**config.mk**
```make
export PLATFORM = sky130hd
export DESIGN_NAME = cpu_top
export DESIGN_NICKNAME = d
export VERILOG_FILES = /design/src/cpu_pkg.sv /design/src/cpu_top.sv /design/src/mem_wb_stage.sv /design/src/execute_stage.sv /design/src/issue_stage.sv /design/src/fetch_unit.sv /design/src/reg_file.sv /design/src/alu.sv
export SDC_FILE = /design/constraint.sdc
export NUM_CORES = 1
export LEC_CHECK = 0
export BUFFER_PORTS_ARGS = -buffer_cell sky130_fd_sc_hd__buf_2
export CAP_MARGIN = 10
export CORE_ASPECT_RATIO = 0.8
export CORE_MARGIN = 8
export CORE_UTILIZATION = 55
export CTS_BUF_LIST = sky130_fd_sc_hd__clkbuf_4 sky130_fd_sc_hd__clkbuf_8 sky130_fd_sc_hd__clkbuf_16
export DETAILED_ROUTE_END_ITERATION = 7
export GPL_TIMING_DRIVEN = 0
export PLACE_DENSITY = 0.72
export SLEW_MARGIN = 40
export SYNTH_ARGS = -nofsm -noshare
export SYNTH_HDL_FRONTEND = slang
export SYNTH_SLANG_ARGS = --single-unit
```
**constraint.sdc**
```tcl
create_clock -name CLK -period 4 [get_ports CLK]
set_input_delay 0.4 -clock CLK [delete_from_list [all_inputs] [get_ports CLK]]
set_output_delay 0.4 -clock CLK [all_outputs]
set_load 0.03 [all_outputs]
```
**src/cpu_pkg.sv**
```systemverilog
`default_nettype none

package cpu_pkg;

	// one data or address word
	typedef logic [15:0] word_t;

	// register index, sixteen general registers
	typedef logic [3:0] reg_idx_t;

	// instruction classes after decode
	typedef enum logic [2:0] {
		OP_NOP,
		OP_INC,
		OP_DEC,
		OP_IMM,
		OP_ALU_RR,
		OP_ALU_RI,
		OP_MEM_REG,
		OP_MEM_IMM
	} op_class_e;

	// alu operation, straight from instruction bits [10:8]
	typedef enum logic [2:0] {
		ALU_ADD,
		ALU_SUB,
		ALU_AND,
		ALU_OR,
		ALU_XOR,
		ALU_SHL,
		ALU_SHR,
		ALU_PASS_B
	} alu_op_e;

	// stage 2 payload
	typedef struct packed {
		op_class_e cls;
		alu_op_e   alu_op;
		reg_idx_t  dest;
		word_t     imm;
		logic      store;
	} issue_t;

	// stage 3 payload, also kept in stage 4
	typedef struct packed {
		op_class_e cls;
		reg_idx_t  dest;
		word_t     result;
		word_t     addr;
		word_t     sdata;
		logic      store;
	} ex_t;

	// register write request
	typedef struct packed {
		logic     en;
		reg_idx_t idx;
		word_t    data;
	} wb_t;

	// memory port request
	typedef struct packed {
		word_t addr;
		word_t wdata;
		logic  we;
	} mem_req_t;

endpackage

`default_nettype wire
```
**src/cpu_top.sv**
```systemverilog
`timescale 1ns/1ps
`default_nettype none

module cpu_top
	import cpu_pkg::*;
#(
	parameter int DATA_W = 16,
	parameter logic [DATA_W-1:0] RESET_PC = '0
) (
	input  wire logic  CLK,
	input  wire logic  RSTb,
	input  wire word_t mem_rdata,
	output mem_req_t   mem_req
);

	word_t    fetch_addr;
	word_t    instr;
	logic     stall;
	logic     port_busy;
	logic     load_return;
	reg_idx_t rd_a;
	reg_idx_t rd_b;
	issue_t   issued;
	word_t    data_a;
	word_t    data_b;
	ex_t      stage3;
	wb_t      wb;

	fetch_unit #(
		.DATA_W  (DATA_W),
		.RESET_PC(RESET_PC)
	) u_fetch_unit (
		.CLK        (CLK),
		.RSTb       (RSTb),
		.mem_rdata  (mem_rdata),
		.stall      (stall),
		.port_busy  (port_busy),
		.load_return(load_return),
		.fetch_addr (fetch_addr),
		.instr      (instr)
	);

	issue_stage #(
		.DATA_W(DATA_W)
	) u_issue_stage (
		.CLK   (CLK),
		.RSTb  (RSTb),
		.instr (instr),
		.stall (stall),
		.rd_a  (rd_a),
		.rd_b  (rd_b),
		.issued(issued)
	);

	reg_file #(
		.DATA_W(DATA_W)
	) u_reg_file (
		.CLK   (CLK),
		.RSTb  (RSTb),
		.rd_a  (rd_a),
		.rd_b  (rd_b),
		.wb    (wb),
		.data_a(data_a),
		.data_b(data_b)
	);

	execute_stage #(
		.DATA_W(DATA_W)
	) u_execute_stage (
		.CLK   (CLK),
		.RSTb  (RSTb),
		.issued(issued),
		.data_a(data_a),
		.data_b(data_b),
		.stage3(stage3)
	);

	mem_wb_stage #(
		.DATA_W(DATA_W)
	) u_mem_wb_stage (
		.CLK        (CLK),
		.RSTb       (RSTb),
		.stage3     (stage3),
		.fetch_addr (fetch_addr),
		.mem_rdata  (mem_rdata),
		.mem_req    (mem_req),
		.port_busy  (port_busy),
		.load_return(load_return),
		.wb         (wb)
	);

endmodule

`default_nettype wire

```
**src/mem_wb_stage.sv**
```systemverilog
`timescale 1ns/1ps
`default_nettype none

module mem_wb_stage
	import cpu_pkg::*;
#(
	parameter int DATA_W = 16
) (
	input  wire logic  CLK,
	input  wire logic  RSTb,
	input  wire ex_t   stage3,
	input  wire word_t fetch_addr,
	input  wire word_t mem_rdata,
	output mem_req_t   mem_req,
	output logic       port_busy,
	output logic       load_return,
	output wb_t        wb
);

	ex_t               stage4_q;
	logic              arith4;
	logic [DATA_W-1:0] wb_data;

	// data access in stage 3 steals the port from fetch
	assign port_busy     = (stage3.cls == OP_MEM_REG) || (stage3.cls == OP_MEM_IMM);
	assign mem_req.addr  = port_busy ? stage3.addr : fetch_addr;
	assign mem_req.wdata = stage3.sdata;
	assign mem_req.we    = port_busy && stage3.store;

	always_ff @(posedge CLK) begin
		if (!RSTb)
			stage4_q.cls <= OP_NOP;
		else
			stage4_q <= stage3;
	end

	// the word coming back after any data access is not an instruction
	assign load_return = (stage4_q.cls == OP_MEM_REG) || (stage4_q.cls == OP_MEM_IMM);

	assign arith4 = (stage4_q.cls == OP_INC) || (stage4_q.cls == OP_DEC) ||
		(stage4_q.cls == OP_ALU_RR) || (stage4_q.cls == OP_ALU_RI);

	// load data straight off the port
	assign wb_data = load_return ? mem_rdata : stage4_q.result;
	assign wb.en   = arith4 || (load_return && !stage4_q.store);
	assign wb.idx  = stage4_q.dest;
	assign wb.data = wb_data;

	// a store puts out a settled address and data word
	a_store_known: assert property (@(posedge CLK) disable iff (!RSTb)
		mem_req.we |-> !$isunknown({mem_req.addr, mem_req.wdata}));

endmodule

`default_nettype wire

```
**src/execute_stage.sv**
```systemverilog
`timescale 1ns/1ps
`default_nettype none

module execute_stage
	import cpu_pkg::*;
#(
	parameter int DATA_W = 16
) (
	input  wire logic   CLK,
	input  wire logic   RSTb,
	input  wire issue_t issued,
	input  wire word_t  data_a,
	input  wire word_t  data_b,
	output ex_t         stage3
);

	logic [DATA_W-1:0] alu_b;
	word_t             alu_y;
	ex_t               ex_next;

	// register-immediate form swaps B for the immediate
	assign alu_b = (issued.cls == OP_ALU_RI) ? issued.imm : data_b;

	alu #(
		.DATA_W(DATA_W)
	) u_alu (
		.op(issued.alu_op),
		.a (data_a),
		.b (alu_b),
		.y (alu_y)
	);

	always_comb begin
		ex_next.cls   = issued.cls;
		ex_next.dest  = issued.dest;
		ex_next.store = issued.store;
		ex_next.sdata = data_a;
		ex_next.addr  = (issued.cls == OP_MEM_REG) ? data_b : issued.imm;
		case (issued.cls)
			OP_INC: ex_next.result = data_a + {{(DATA_W-1){1'b0}}, 1'b1};
			OP_DEC: ex_next.result = data_a - {{(DATA_W-1){1'b0}}, 1'b1};
			default: ex_next.result = alu_y;
		endcase
	end

	always_ff @(posedge CLK) begin
		if (!RSTb)
			stage3.cls <= OP_NOP;
		else
			stage3 <= ex_next;
	end

endmodule

`default_nettype wire

```
**src/issue_stage.sv**
```systemverilog
`timescale 1ns/1ps
`default_nettype none

module issue_stage
	import cpu_pkg::*;
#(
	parameter int DATA_W = 16
) (
	input  wire logic  CLK,
	input  wire logic  RSTb,
	input  wire word_t instr,
	output logic       stall,
	output reg_idx_t   rd_a,
	output reg_idx_t   rd_b,
	output issue_t     issued
);

	op_class_e         cls;
	reg_idx_t          fld_d;
	reg_idx_t          fld_s;
	reg_idx_t          dst;
	logic              use_a;
	logic              use_b;
	logic              writes;
	logic [DATA_W-5:0] prefix_q;
	logic [15:0]       pend2_q;
	logic [15:0]       pend3_q;
	logic [15:0]       pend4_q;
	logic [15:0]       rd_mask;
	logic [15:0]       pending;
	issue_t            next_issue;

	// class from the top nibble, class 0 also looks at [11:8]
	always_comb begin
		cls = OP_NOP;
		case (instr[15:12])
			4'h0: begin
				if (instr[11:8] == 4'h2)
					cls = OP_INC;
				else if (instr[11:8] == 4'h3)
					cls = OP_DEC;
			end
			4'h1: cls = OP_IMM;
			4'h2: cls = OP_ALU_RR;
			4'h3: cls = OP_ALU_RI;
			4'h5: cls = OP_MEM_REG;
			4'h6: cls = OP_MEM_IMM;
			default: cls = OP_NOP;
		endcase
	end

	// register fields, bit 8 marks a store
	always_comb begin
		fld_d  = instr[7:4];
		fld_s  = instr[3:0];
		rd_a   = fld_d;
		rd_b   = fld_s;
		dst    = fld_d;
		use_a  = 1'b0;
		use_b  = 1'b0;
		writes = 1'b0;
		case (cls)
			OP_INC, OP_DEC: begin
				rd_a   = fld_s;
				dst    = fld_s;
				use_a  = 1'b1;
				writes = 1'b1;
			end
			OP_ALU_RR: begin
				use_a  = 1'b1;
				use_b  = 1'b1;
				writes = 1'b1;
			end
			OP_ALU_RI: begin
				use_a  = 1'b1;
				writes = 1'b1;
			end
			OP_MEM_REG: begin
				use_a  = instr[8];
				use_b  = 1'b1;
				writes = !instr[8];
			end
			OP_MEM_IMM: begin
				use_a  = instr[8];
				writes = !instr[8];
			end
			default: ;
		endcase
	end

	// scoreboard check over stages 2 to 4
	assign rd_mask = ({15'b0, use_a} << rd_a) | ({15'b0, use_b} << rd_b);
	assign pending = pend2_q | pend3_q | pend4_q;
	assign stall   = |(rd_mask & pending);

	always_comb begin
		next_issue.cls    = stall ? OP_NOP : cls;
		next_issue.alu_op = alu_op_e'(instr[10:8]);
		next_issue.dest   = dst;
		next_issue.imm    = {prefix_q, instr[3:0]};
		next_issue.store  = instr[8];
	end

	always_ff @(posedge CLK) begin
		if (!RSTb) begin
			prefix_q   <= '0;
			pend2_q    <= '0;
			pend3_q    <= '0;
			pend4_q    <= '0;
			issued.cls <= OP_NOP;
		end else begin
			pend2_q <= (writes && !stall) ? (16'b1 << dst) : '0;
			pend3_q <= pend2_q;
			pend4_q <= pend3_q;
			issued  <= next_issue;
			// nops and bubbles leave the prefix alone
			if (!stall) begin
				if (cls == OP_IMM)
					prefix_q <= instr[DATA_W-5:0];
				else if (cls != OP_NOP)
					prefix_q <= '0;
			end
		end
	end

	// a stalled word stays in stage 1 while a bubble goes down the pipe
	a_stall_bubble: assert property (@(posedge CLK) disable iff (!RSTb)
		stall |=> (issued.cls == OP_NOP) && $stable(instr));

endmodule

`default_nettype wire

```
**src/fetch_unit.sv**
```systemverilog
`timescale 1ns/1ps
`default_nettype none

module fetch_unit
	import cpu_pkg::*;
#(
	parameter int DATA_W = 16,
	parameter logic [DATA_W-1:0] RESET_PC = '0
) (
	input  wire logic  CLK,
	input  wire logic  RSTb,
	input  wire word_t mem_rdata,
	input  wire logic  stall,
	input  wire logic  port_busy,
	input  wire logic  load_return,
	output word_t      fetch_addr,
	output word_t      instr
);

	logic [DATA_W-1:0] pc_q;
	logic [DATA_W-1:0] replay_q;
	logic [DATA_W-1:0] fetch_pc;
	logic              live_q;
	logic              arrive_ok;

	// word in mem_rdata is an instruction only after a real fetch
	assign arrive_ok = live_q && !load_return;

	// a stall drops the arriving word, so ask for it again right away
	assign fetch_pc = (stall && arrive_ok) ? replay_q : pc_q;
	assign fetch_addr = fetch_pc;

	always_ff @(posedge CLK) begin
		if (!RSTb) begin
			pc_q     <= RESET_PC;
			replay_q <= RESET_PC;
			live_q   <= 1'b0;
			instr    <= '0;
		end else begin
			live_q   <= 1'b1;
			replay_q <= fetch_pc;
			// data access owns the port, this fetch never went out
			if (port_busy)
				pc_q <= fetch_pc;
			else
				pc_q <= fetch_pc + {{(DATA_W-1){1'b0}}, 1'b1};
			// hold on stall, squash data words into a nop
			if (!stall)
				instr <= arrive_ok ? mem_rdata : '0;
		end
	end

	// a fetch pushed off the port goes out on the next cycle
	a_steal_refetch: assert property (@(posedge CLK) disable iff (!RSTb)
		port_busy |=> fetch_addr == $past(fetch_addr));

endmodule

`default_nettype wire

```
**src/reg_file.sv**
```systemverilog
`timescale 1ns/1ps
`default_nettype none

module reg_file
	import cpu_pkg::*;
#(
	parameter int DATA_W = 16
) (
	input  wire logic     CLK,
	input  wire logic     RSTb,
	input  wire reg_idx_t rd_a,
	input  wire reg_idx_t rd_b,
	input  wire wb_t      wb,
	output word_t         data_a,
	output word_t         data_b
);

	logic [DATA_W-1:0] regs [16];

	always_ff @(posedge CLK) begin
		if (!RSTb) begin
			for (int i = 0; i < 16; i++) begin
				regs[i] <= '0;
			end
		end else if (wb.en) begin
			regs[wb.idx] <= wb.data;
		end
	end

	// read data shows up one cycle after the index, old value on a same-cycle write
	always_ff @(posedge CLK) begin
		data_a <= regs[rd_a];
		data_b <= regs[rd_b];
	end

	a_wb_en_known: assert property (@(posedge CLK) disable iff (!RSTb)
		!$isunknown(wb.en));

endmodule

`default_nettype wire

```
**src/alu.sv**
```systemverilog
`timescale 1ns/1ps
`default_nettype none

module alu
	import cpu_pkg::*;
#(
	parameter int DATA_W = 16
) (
	input  wire alu_op_e op,
	input  wire word_t   a,
	input  wire word_t   b,
	output word_t        y
);

	always_comb begin
		y = b;
		case (op)
			ALU_ADD: y = a + b;
			ALU_SUB: y = a - b;
			ALU_AND: y = a & b;
			ALU_OR:  y = a | b;
			ALU_XOR: y = a ^ b;
			// single-bit shifts of A, B unused
			ALU_SHL: y = {a[DATA_W-2:0], 1'b0};
			ALU_SHR: y = {1'b0, a[DATA_W-1:1]};
			ALU_PASS_B: y = b;
			default: y = b;
		endcase
	end

endmodule

`default_nettype wire

```
==> results of run 1 <==
layout make-up:
class / count / area (um2)
buffer: 166 / 806
clock buffer: 67 / 1450
clock inverter: 25 / 233
fill: 3403 / 15800
multi-input combinational: 1526 / 11700
tap: 612 / 766
sequential: 503 / 13600
timing repair buffer: 139 / 1130
inverter: 74 / 280
layer usage:
| layer | routed length (um) | GRT usage [%] | share of wire, % | vias to the layer above |
|---|---|---|---|---|
| li1 | - | - | - | 8788 |
| met1 | 33000 | 43.3 | 39 | 10100 |
| met2 | 35800 | 43.8 | 43 | 1623 |
| met3 | 10900 | 6.69 | 13 | 276 |
| met4 | 3880 | 12.6 | 4.6 | 2 |
| met5 | 12 | 0 | 0.014 | - |
sequential cells by signal (all words and copies together) (netlist names), 20 cells and up:
name                     cells
u_reg_file.regs            256
u_mem_wb_stage.stage4_q     20
u_execute_stage.stage3      56
u_issue_stage.issued        26
per-stage QoR:
stage,cells,hold slack [ns]
CTS,3085,0.0932
finish,3112,0.115
global placement,2937,0.402
global route,3112,0.132
detailed placement,2940,0.405
floorplan,2275,0.400
worst max path at each step:
| stage | to | cells after the start |
|---|---|---|
| after CTS | mem_req[29] | 12 |
| after global routing | mem_req[27] | 13 |
| after detailed placement | u_execute_stage.stage3[45] | 17 |
| after global placement | u_reg_file.regs[13][9] | 6 |
| after floorplan | u_execute_stage.stage3[45] | 17 |
| final | mem_req[27] | 13 |
Yosys cell counts, types with 47 or more instances:
| library cell | n | area [um2] |
|---|---|---|
| o21ai_0 | 110 | 551 |
| mux4_2 | 81 | 1820 |
| nand2_1 | 129 | 484 |
| dfxtp_1 | 150 | 3000 |
| and2_1 | 47 | 294 |
| a21oi_1 | 73 | 365 |
| nor2_1 | 396 | 1490 |
| a221oi_1 | 70 | 613 |
| inv_1 | 71 | 267 |
| nor3_1 | 52 | 260 |
| edfxtp_1 | 353 | 10600 |
| clkbuf_1 | 128 | 480 |
| ha_1 | 63 | 788 |
| nand3_1 | 64 | 320 |
| mux2i_1 | 129 | 1290 |
what timing repair did:
item | 4_1_cts | 5_1_grt
hold endpoints to repair | 0 | 0
endpoints found under the setup margin | 69 | 30
gates cloned | 2 | 0
resized for setup | 151 | 81
pin swaps | 29 | 41
buffers inserted | 57 | 27
critical path, delay by kind of cell, from the launching register on:
kind | cells | cell delay (ns)
multiplexers | 2 | 0.32
flip-flops | 1 | 0.36
buffers and inverters | 5 | 0.74
AO/OA/AOI/OAI | 5 | 1.04
AND/OR/NAND/NOR | 1 | 0.62
logic make-up (layout without fill, tap and decap cells):
logic type	Yosys count	after routing	synth area share, %
buf+inv	246	471	4.02
simple gates	788	788	13.8
flops	503	503	53.5
fa+ha+maj	65	65	3.26
compound gates	396	396	10.6
xor+xnor	36	36	1.24
mux	241	241	13.6
power by group through the flow:
stage | Combinational, mW | Sequential (mW) | Clock (mW)
2_1_floorplan | 1.33 | 6.06 | 0
3_3_place_gp | 1.89 | 6.16 | 0
3_5_place_dp | 1.94 | 6.17 | 0
4_1_cts | 2.09 | 6.07 | 4.82
5_1_grt | 2.50 | 6.10 | 5.03
6_report | 2.35 | 6.08 | 4.81
==> summary by stage, run 1 <==
Status
The run finished, with violations left. The checks that failed: setup timing.

Synth
The main flop type after synthesis is edfxtp_1. The number of cells produced by synthesis is between 2,000 and 2,500. Counting flops with a built-in enable in the synthesized netlist gives 353.

The flop and latch count out of synthesis is around 500. Sequential cells were found to cover 53.5% of the synthesized design area. The combined area of all synthesized cells is 25,400 um2. Yosys mapped the design onto around 80 distinct sky130hd cell types. In the synthesized netlist the async set-or-reset flop fraction comes to 0%. Counting every net in the synthesized netlist gives between 2,000 and 2,500. The Yosys warning count is 0.

Dividing the synthesized area by the synthesized cell count gives 11.2 um2.

Critical path
STA classifies the critical path endpoint as an output pin. The length in cells of the worst reg-to-reg path is 17. The endpoint identified for the worst register-to-register timing path is u_execute_stage.stage3[46]. The setup path with the least slack is of type reg2out. Walking the worst path, the cells encountered are or4b_4, o21ai_4, a21boi_4, inv_4, mux2i_1, a222oi_1, buf_4, a31oi_4, buf_12, buf_12, mux2i_4, a21oi_2, buf_6. The startpoint of the most critical setup path is u_fetch_unit.instr[11].

The reg-to-reg setup timing slack is -0.03 ns. The startpoint kind of the worst setup timing path is a flip-flop. The dominant cell type by count on the critical path is buf_12. The highest cell delay on the worst timing path is 0.62 ns. The arrival time at the worst endpoint is 3.68 ns. The startpoint identified for the worst register-to-register timing path is u_issue_stage.issued[26]. Along the worst path, the maximum fanout reaches 8.

On the critical path, the stage with the largest delay is an instance of or4b_4. Data on the critical path is required at its endpoint by between 3 and 4 ns.

STA
Setup violations remaining at the end of the flow were counted as 19. The final worst slack is -0.0767 ns. The minimum clock period is 4.08 ns.

The worst pin sits at a relative slew slack of 37.8%. The count of final hold-check violations is 0. The setup TNS is -0.919 ns.

The final setup skew is 0.0194 ns. The worst path uses 102% of the clock period. Setup repair after global routing could not meet its margin everywhere. The total count of max-transition violations in the final report is 0. For the pin with the worst max-slew slack, the measured transition is about 0.93 ns.

Based on the critical path, the design can be clocked at up to around 0.25 GHz.

Power
IR analysis of the VDD net gives a maximum drop of 0.358 mV. Combinational logic is responsible for 17.8% of the overall power. The switching component of the power is roughly 3.7 mW. Cell internal power was estimated by the tool at 9.51 mW. Per report_power, the sequential group accounts for 45.9% of the total. The power density normalized to cell area is 442 nW/um2. The leakage power total is 11.5 nW. After layout, the design draws a total of 13.2 mW. Per report_power, the clock group accounts for roughly 36% of the total. Of the total power, the share spent switching nets is 28.2%.

CTS
The count of hold-fix buffers inserted at cts is 0. The clock drives 503 sinks. Clock-pin slew was measured on the worst setup and hold paths at ~0.06 ns. The clock root buffer is clkbuf_16. The clock tree from TritonCTS is yes. The clock latency of the later-clocked register in the worst-skew pair is 0.60 ns. The number of buffers on the longest clock path is 3. The number of H-tree levels is 2. In this run, CTS created clock tree buffers numbering 49.

Floorplan
The initial cell density of the core is 55.6%. The initialized floorplan defines 70 standard-cell rows. The vertical die dimension is ~210 um.

The area of the placeable core is ~46,000 um2. During I/O placement, the number of pins put on the boundary was 51. The x dimension of the die is 256 um. The area of the die is 53,400 um2.

Routing
After the first detailed-routing iteration, the DRC count stood at around 3,300. The via count is 20,800. The routed wire length is 83.6 mm. The total DRC errors in the routed layout is 0. In the final routed layout, each cell accounts on average for 26.9 um. The average vias per placed instance is ~6.7. The number of nets with antenna violations after detailed routing is 0. Before antenna repair, the detailed router went through 7 iterations.

Hold path
The type of the worst min-delay path is in2reg. The hold path endpoint is u_fetch_unit.instr[15]. The worst hold path begins at mem_rdata[15].

The cell count of the worst hold path is 3.

Layout
The fraction of final layout cells with drive strength greater than 1 is 21.5%. Cells fill 65.5% of the core in the end. The library cells used most frequently in the layout, excluding fill and tap cells, are nor2_1, edfxtp_1, dfxtp_1.

The summed area of non-filler cells in the final layout is 30,000 um2. After the last flow step, the layout net total stands at ~2,500. The number of antenna diodes in the final layout is 0. The layout overhead on the synthesized area is 17.8%.

The library cell used most frequently in the layout, excluding fill and tap cells, is nor2_1.

Global routing
Entering global routing, the biggest net connects 60 pins. The number of global-route vias before repair came to 19,900. For this run the aggregate overflow at the end of global routing stands at 0. Global routing used 30.1% of the available tracks across all layers. The number of antenna violations at the first check in global routing is 4.

The first global-routing pass estimated between 100 and 150 mm of wire.

Placement
The worst setup slack after placement is -1.17 ns. Summing all placed instances gives a cell area of 26,600 um2. The HPWL after detailed placement is 58.3 mm.

The congestion estimate from routability-driven global placement came to 0.964. In this run the tool buffered the top-level ports with 50 buffer cells.

Flow run
The tool flagged a number of max-cap violations equal to 0.
No activity file was read; power rests on OpenSTA's default activity.
==> inputs of run 2 (changes only) <==
--- a/config.mk
+++ b/config.mk
@@ -17,4 +17,5 @@
 export SLEW_MARGIN = 40
 export SYNTH_ARGS = -nofsm -noshare
 export SYNTH_HDL_FRONTEND = slang
+export SYNTH_HIERARCHICAL = 1
 export SYNTH_SLANG_ARGS = --single-unit
==> summary by stage, run 2 <==
Status
The run finished, with violations left. The final reports fail on setup timing.

Floorplan
The vertical die dimension is 212 um (+2.0%). The x dimension of the die is 262 um (+2.0%). The count of pins on the block boundary is 51 (unchanged). The area of the die came to 55,600 um2 (+4.0%).

The number of rows in the core area was 72 (+2.9%). The initial cell density of the core is 55.3% (-0.37 points). The area of the placeable core is 48,000 um2 (+5.0%).

STA
Setup repair after global routing could not meet its margin everywhere. The slew at the pin closest to its max-slew limit was 0.915 ns (-0.0158 ns). The maximum clock rate is 0.223 GHz (-9.3%). The final setup skew was 0.0246 ns (+0.00518 ns).

The count of final hold-check violations is 0 (unchanged). The final clock period utilization by the worst path is 112% (+10 points). The worst hold slack came to 0.0997 ns (-0.0151 ns). The minimum clock period came to 4.49 ns (+0.417 ns).

The remaining max-slew budget at the tightest pin is 38.4% (+0.56 points). The final worst slack is -0.494 ns (-0.417 ns). The total count of max-transition violations in the final report is 0 (unchanged). The total setup violations reported at the end of the flow is 28 (+9).

Synth
The cell type contributing the most total cell area after synthesis is edfxtp_1. The share of synthesized flip-flops with an asynchronous set or reset came to 0% (unchanged). The number of synthesized flops with an enable pin came to 353 (unchanged). The combined area of all synthesized cells is 26,500 um2 (+4.3%). The share of the synthesized netlist area taken by xor and xnor gates is 1.74% (+0.50 points).

The share of the synthesized area in the top cell type came to 39.9% (-1.7 points). The mean area per synthesized cell was 12.6 um2 (+12%). The total nets after synthesis is 2,181 (-7.5%). By area the synthesized netlist is led by edfxtp_1, mux4_2, dfxtp_1. The flop and latch count out of synthesis is 503 (unchanged).

The adder-cell share of the synthesized area is 2.43% (-0.82 points). The synthesized-area fraction occupied by ao, oa, aoi and oai cells came to 7.93% (-2.6 points). The count of cell types in the netlist is 97 (+24%). The simple-gate area share of the yosys netlist is 16.2% (+2.4 points).

By area, the combinational part of the netlist is dominated by simple AND/OR/NAND/NOR gates. The fraction of synthesized area in multiplexers is 16.1% (+2.5 points). The register area share after synthesis is 51.3% (-2.2 points).

The main flop type after synthesis is edfxtp_1. The cell with the most instances after synthesis is edfxtp_1. The Yosys warning count is 6 (+6). In the synthesized netlist, the cells that appear most often are edfxtp_1, and2_1, dfxtp_1, mux4_2, nand2_1. The number of cells produced by synthesis is 2,112 (-7.2%).

Placement
The count of placed standard cells including taps is 2,802 (-4.7%). The placed standard-cell area is 28,000 um2 (+5.4%). The detailed-placement wirelength estimate is 54.2 mm (-7.1%). The weighted congestion reported at the end of routability-driven placement was 0.947 (-1.8%). The count of buffers inserted at the top-level ports is 50 (unchanged).

Flow run
The number of max-cap violations is 0 (unchanged).

Critical path
The critical path is of the reg2out type. In this design, the critical path's most frequently occurring cell is buf_12. The required time at the worst-slack endpoint came to 3.60 ns (about the same). The buffer and inverter count on the worst path came to 5 (unchanged). Walking the worst path, the cells encountered are nor4b_4, nand2_2, buf_12, a31oi_4, o22ai_1, o211ai_1, o2111ai_4, or2_4, and3b_2, buf_12, buf_12, mux2i_4, inv_2, mux2_4, buf_6. The slowest stage cell on the critical path is nor4b_4. The top fanout value on the critical path is 8 (unchanged). The startpoint kind of the worst setup timing path is a flip-flop. The cell family contributing the most delay on the critical path is simple AND/OR/NAND/NOR gates. The worst setup path is captured at an output pin. The reg-to-reg setup timing slack is -0.43 ns (-0.40 ns).

The arrival time at the worst endpoint is 4.09 ns (+0.41 ns). The highest cell delay on the worst timing path is 0.43 ns (-0.19 ns).

CTS
The number of H-tree levels is 2 (unchanged). The number of clock sinks came to 503 (unchanged). The number of buffers on the longest clock path is 3 (unchanged). The clock root buffer is clkbuf_16.

The number of buffers inserted during clock tree synthesis is 50 (+2.0%). The clock latency of the later-clocked register in the worst-skew pair is 0.61 ns (about the same). The clock transition time at the flip-flop clock pins of the worst setup and hold paths is 0.07 ns (about the same). TritonCTS built the clock tree.

Routing
The routed wire length is 77.3 mm (-7.6%). The average vias per placed instance is 6.39 (-4.3%). The total DRC errors in the routed layout is 0 (unchanged).

The initial detailed-routing violation count is 2,521 (-23%). The routed length per instance is 25.8 um (-4.1%). The number of iterations in the first detailed-routing pass came to 8 (+1). The via count came to 19,200 (-7.8%).

The number of nets with antenna violations after detailed routing is 0 (unchanged).

Hold path
The min-delay analysis places its worst path in the category in2reg.

Layout
The top cell types in the final layout, fill and taps aside, are edfxtp_1, and2_1, dfxtp_1. The flip-flop count of the largest register after layout was 256 (unchanged). Ranked by flip-flop count, first place goes to u_reg_file/regs.

The fraction of final layout cells with drive strength greater than 1 is 31.3% (+9.7 points). The most common cell after layout, fill and taps aside is edfxtp_1. The largest registers in the layout are u_reg_file/regs x256, u_execute_stage/stage3 x56, u_issue_stage/issued x26. The summed area of non-filler cells in the final layout is 31,500 um2 (+5.3%). The final layout net count came to 2,395 (-5.8%).

Relative to the synthesized area, the layout overhead comes to 18.8%. The final instance count without filler cells came to 2,999 (-3.6%).

Power
The total power is 13.3 mW (+0.15%). The worst ir drop on vdd came to 0.328 mV (-8.4%). The power density normalized to cell area was 421 nW/um2 (-4.8%).

The leakage power total came to 12.0 nW (+4.2%).

Global routing
The pin count of the biggest net entering global routing is 67 (+12%). The total congestion overflow was 0 (unchanged). The all-layer global routing usage is 27.3% (-2.8 points). The global-route wire length before repair is 115 mm (-7.3%). The number of global-route vias before repair was 18,900 (-5.1%). The number of antenna violations at the first check in global routing came to 4 (unchanged).
[run 2: cell types whose count changed after synthesis, sizes merged, moves of 30 or more]
cell    delta
and2     +266
a21oi     -31
buf       +40
nor2     -338
o21ai     -40
mux2      +40
clkbuf    -44
a221oi    -68
mux2i     -92
nor2b     +30
a22oi     +67
nand3     -35
mux4      +54
[run 2: what timing repair did]
action	in CTS	in global routing
gates resized for setup	147	100
hold endpoints to repair	0	0
setup buffers	71	33
setup endpoints to repair	57	49
cloned	0	1
pin swaps	40	57
hold buffers	0	0
[run 2: area by class of cell]
class,instances,area [um2]
well taps,629,787
clock inverters,25,277
plain buffers,165,1010
multi-input cells,1374,12700
repair buffers,166,1390
clock buffers,69,1440
flip-flops and latches,503,13600
inverters,66,248
diodes,2,5.00
fillers,3479,16500
[run 2: cell families (layout without fill, tap and decap cells)]
group                    Yosys count  in the layout
AND/OR/NAND/NOR                  716            716
flip-flops                       503            503
AO/OA/AOI/OAI                    312            312
multiplexers                     243            243
buffers and inverters            235            491
XOR/XNOR                          52             52
adder cells (fa/ha/maj)           51             51
other                              0              2
[run 2: stage by stage]
stage | setup slack, ns | utilization, % | TNS [ns]
final | -0.494 | 65.7 | -9.70
after global routing | -0.607 | 65.7 | -13.20
after CTS | -0.565 | 64.3 | -10.18
after detailed placement | -1.04 | 58.3 | -23.44
after global placement | -1.78 | 57.6 | -354.55
after floorplan | 0.00464 | - | 0
[run 2: worst paths after layout]
path                                            startpoint                           to  cells past startpoint
worst max-delay path                u_fetch_unit/instr[12]                  mem_req[18]                     15
worst min-delay path                          mem_rdata[7]        u_fetch_unit/instr[7]                      3
worst max register to register      u_fetch_unit/instr[12]         u_fetch_unit/pc_q[9]                     23
worst min register to register  u_execute_stage/stage3[34]  u_mem_wb_stage/stage4_q[34]                      0
[run 2: power breakdown]
| group | total [mW] | internal, mW | switching (mW) |
|---|---|---|---|
| clock network | 4.91 | 2.87 | 2.05 |
| registers | 6.06 | 5.84 | 0.217 |
| logic | 2.30 | 0.929 | 1.37 |
| total | 13.3 | 9.63 | 3.64 |
[run 2: worst min-delay path, stage by stage]
cell and delay [ns]:
buf_2 0.10, a22oi_1 0.06, nor2b_1 0.10
[run 2: layer usage]
layer  global-route usage [%]  share of wire, %  vias to the layer above
met2                     41.7                45                     1148
met3                     5.36                11                      177
li1                         -                 -                     8269
met5                        0                 0                        -
met1                     39.2                42                     9565
met4                     8.55               3.2                        0
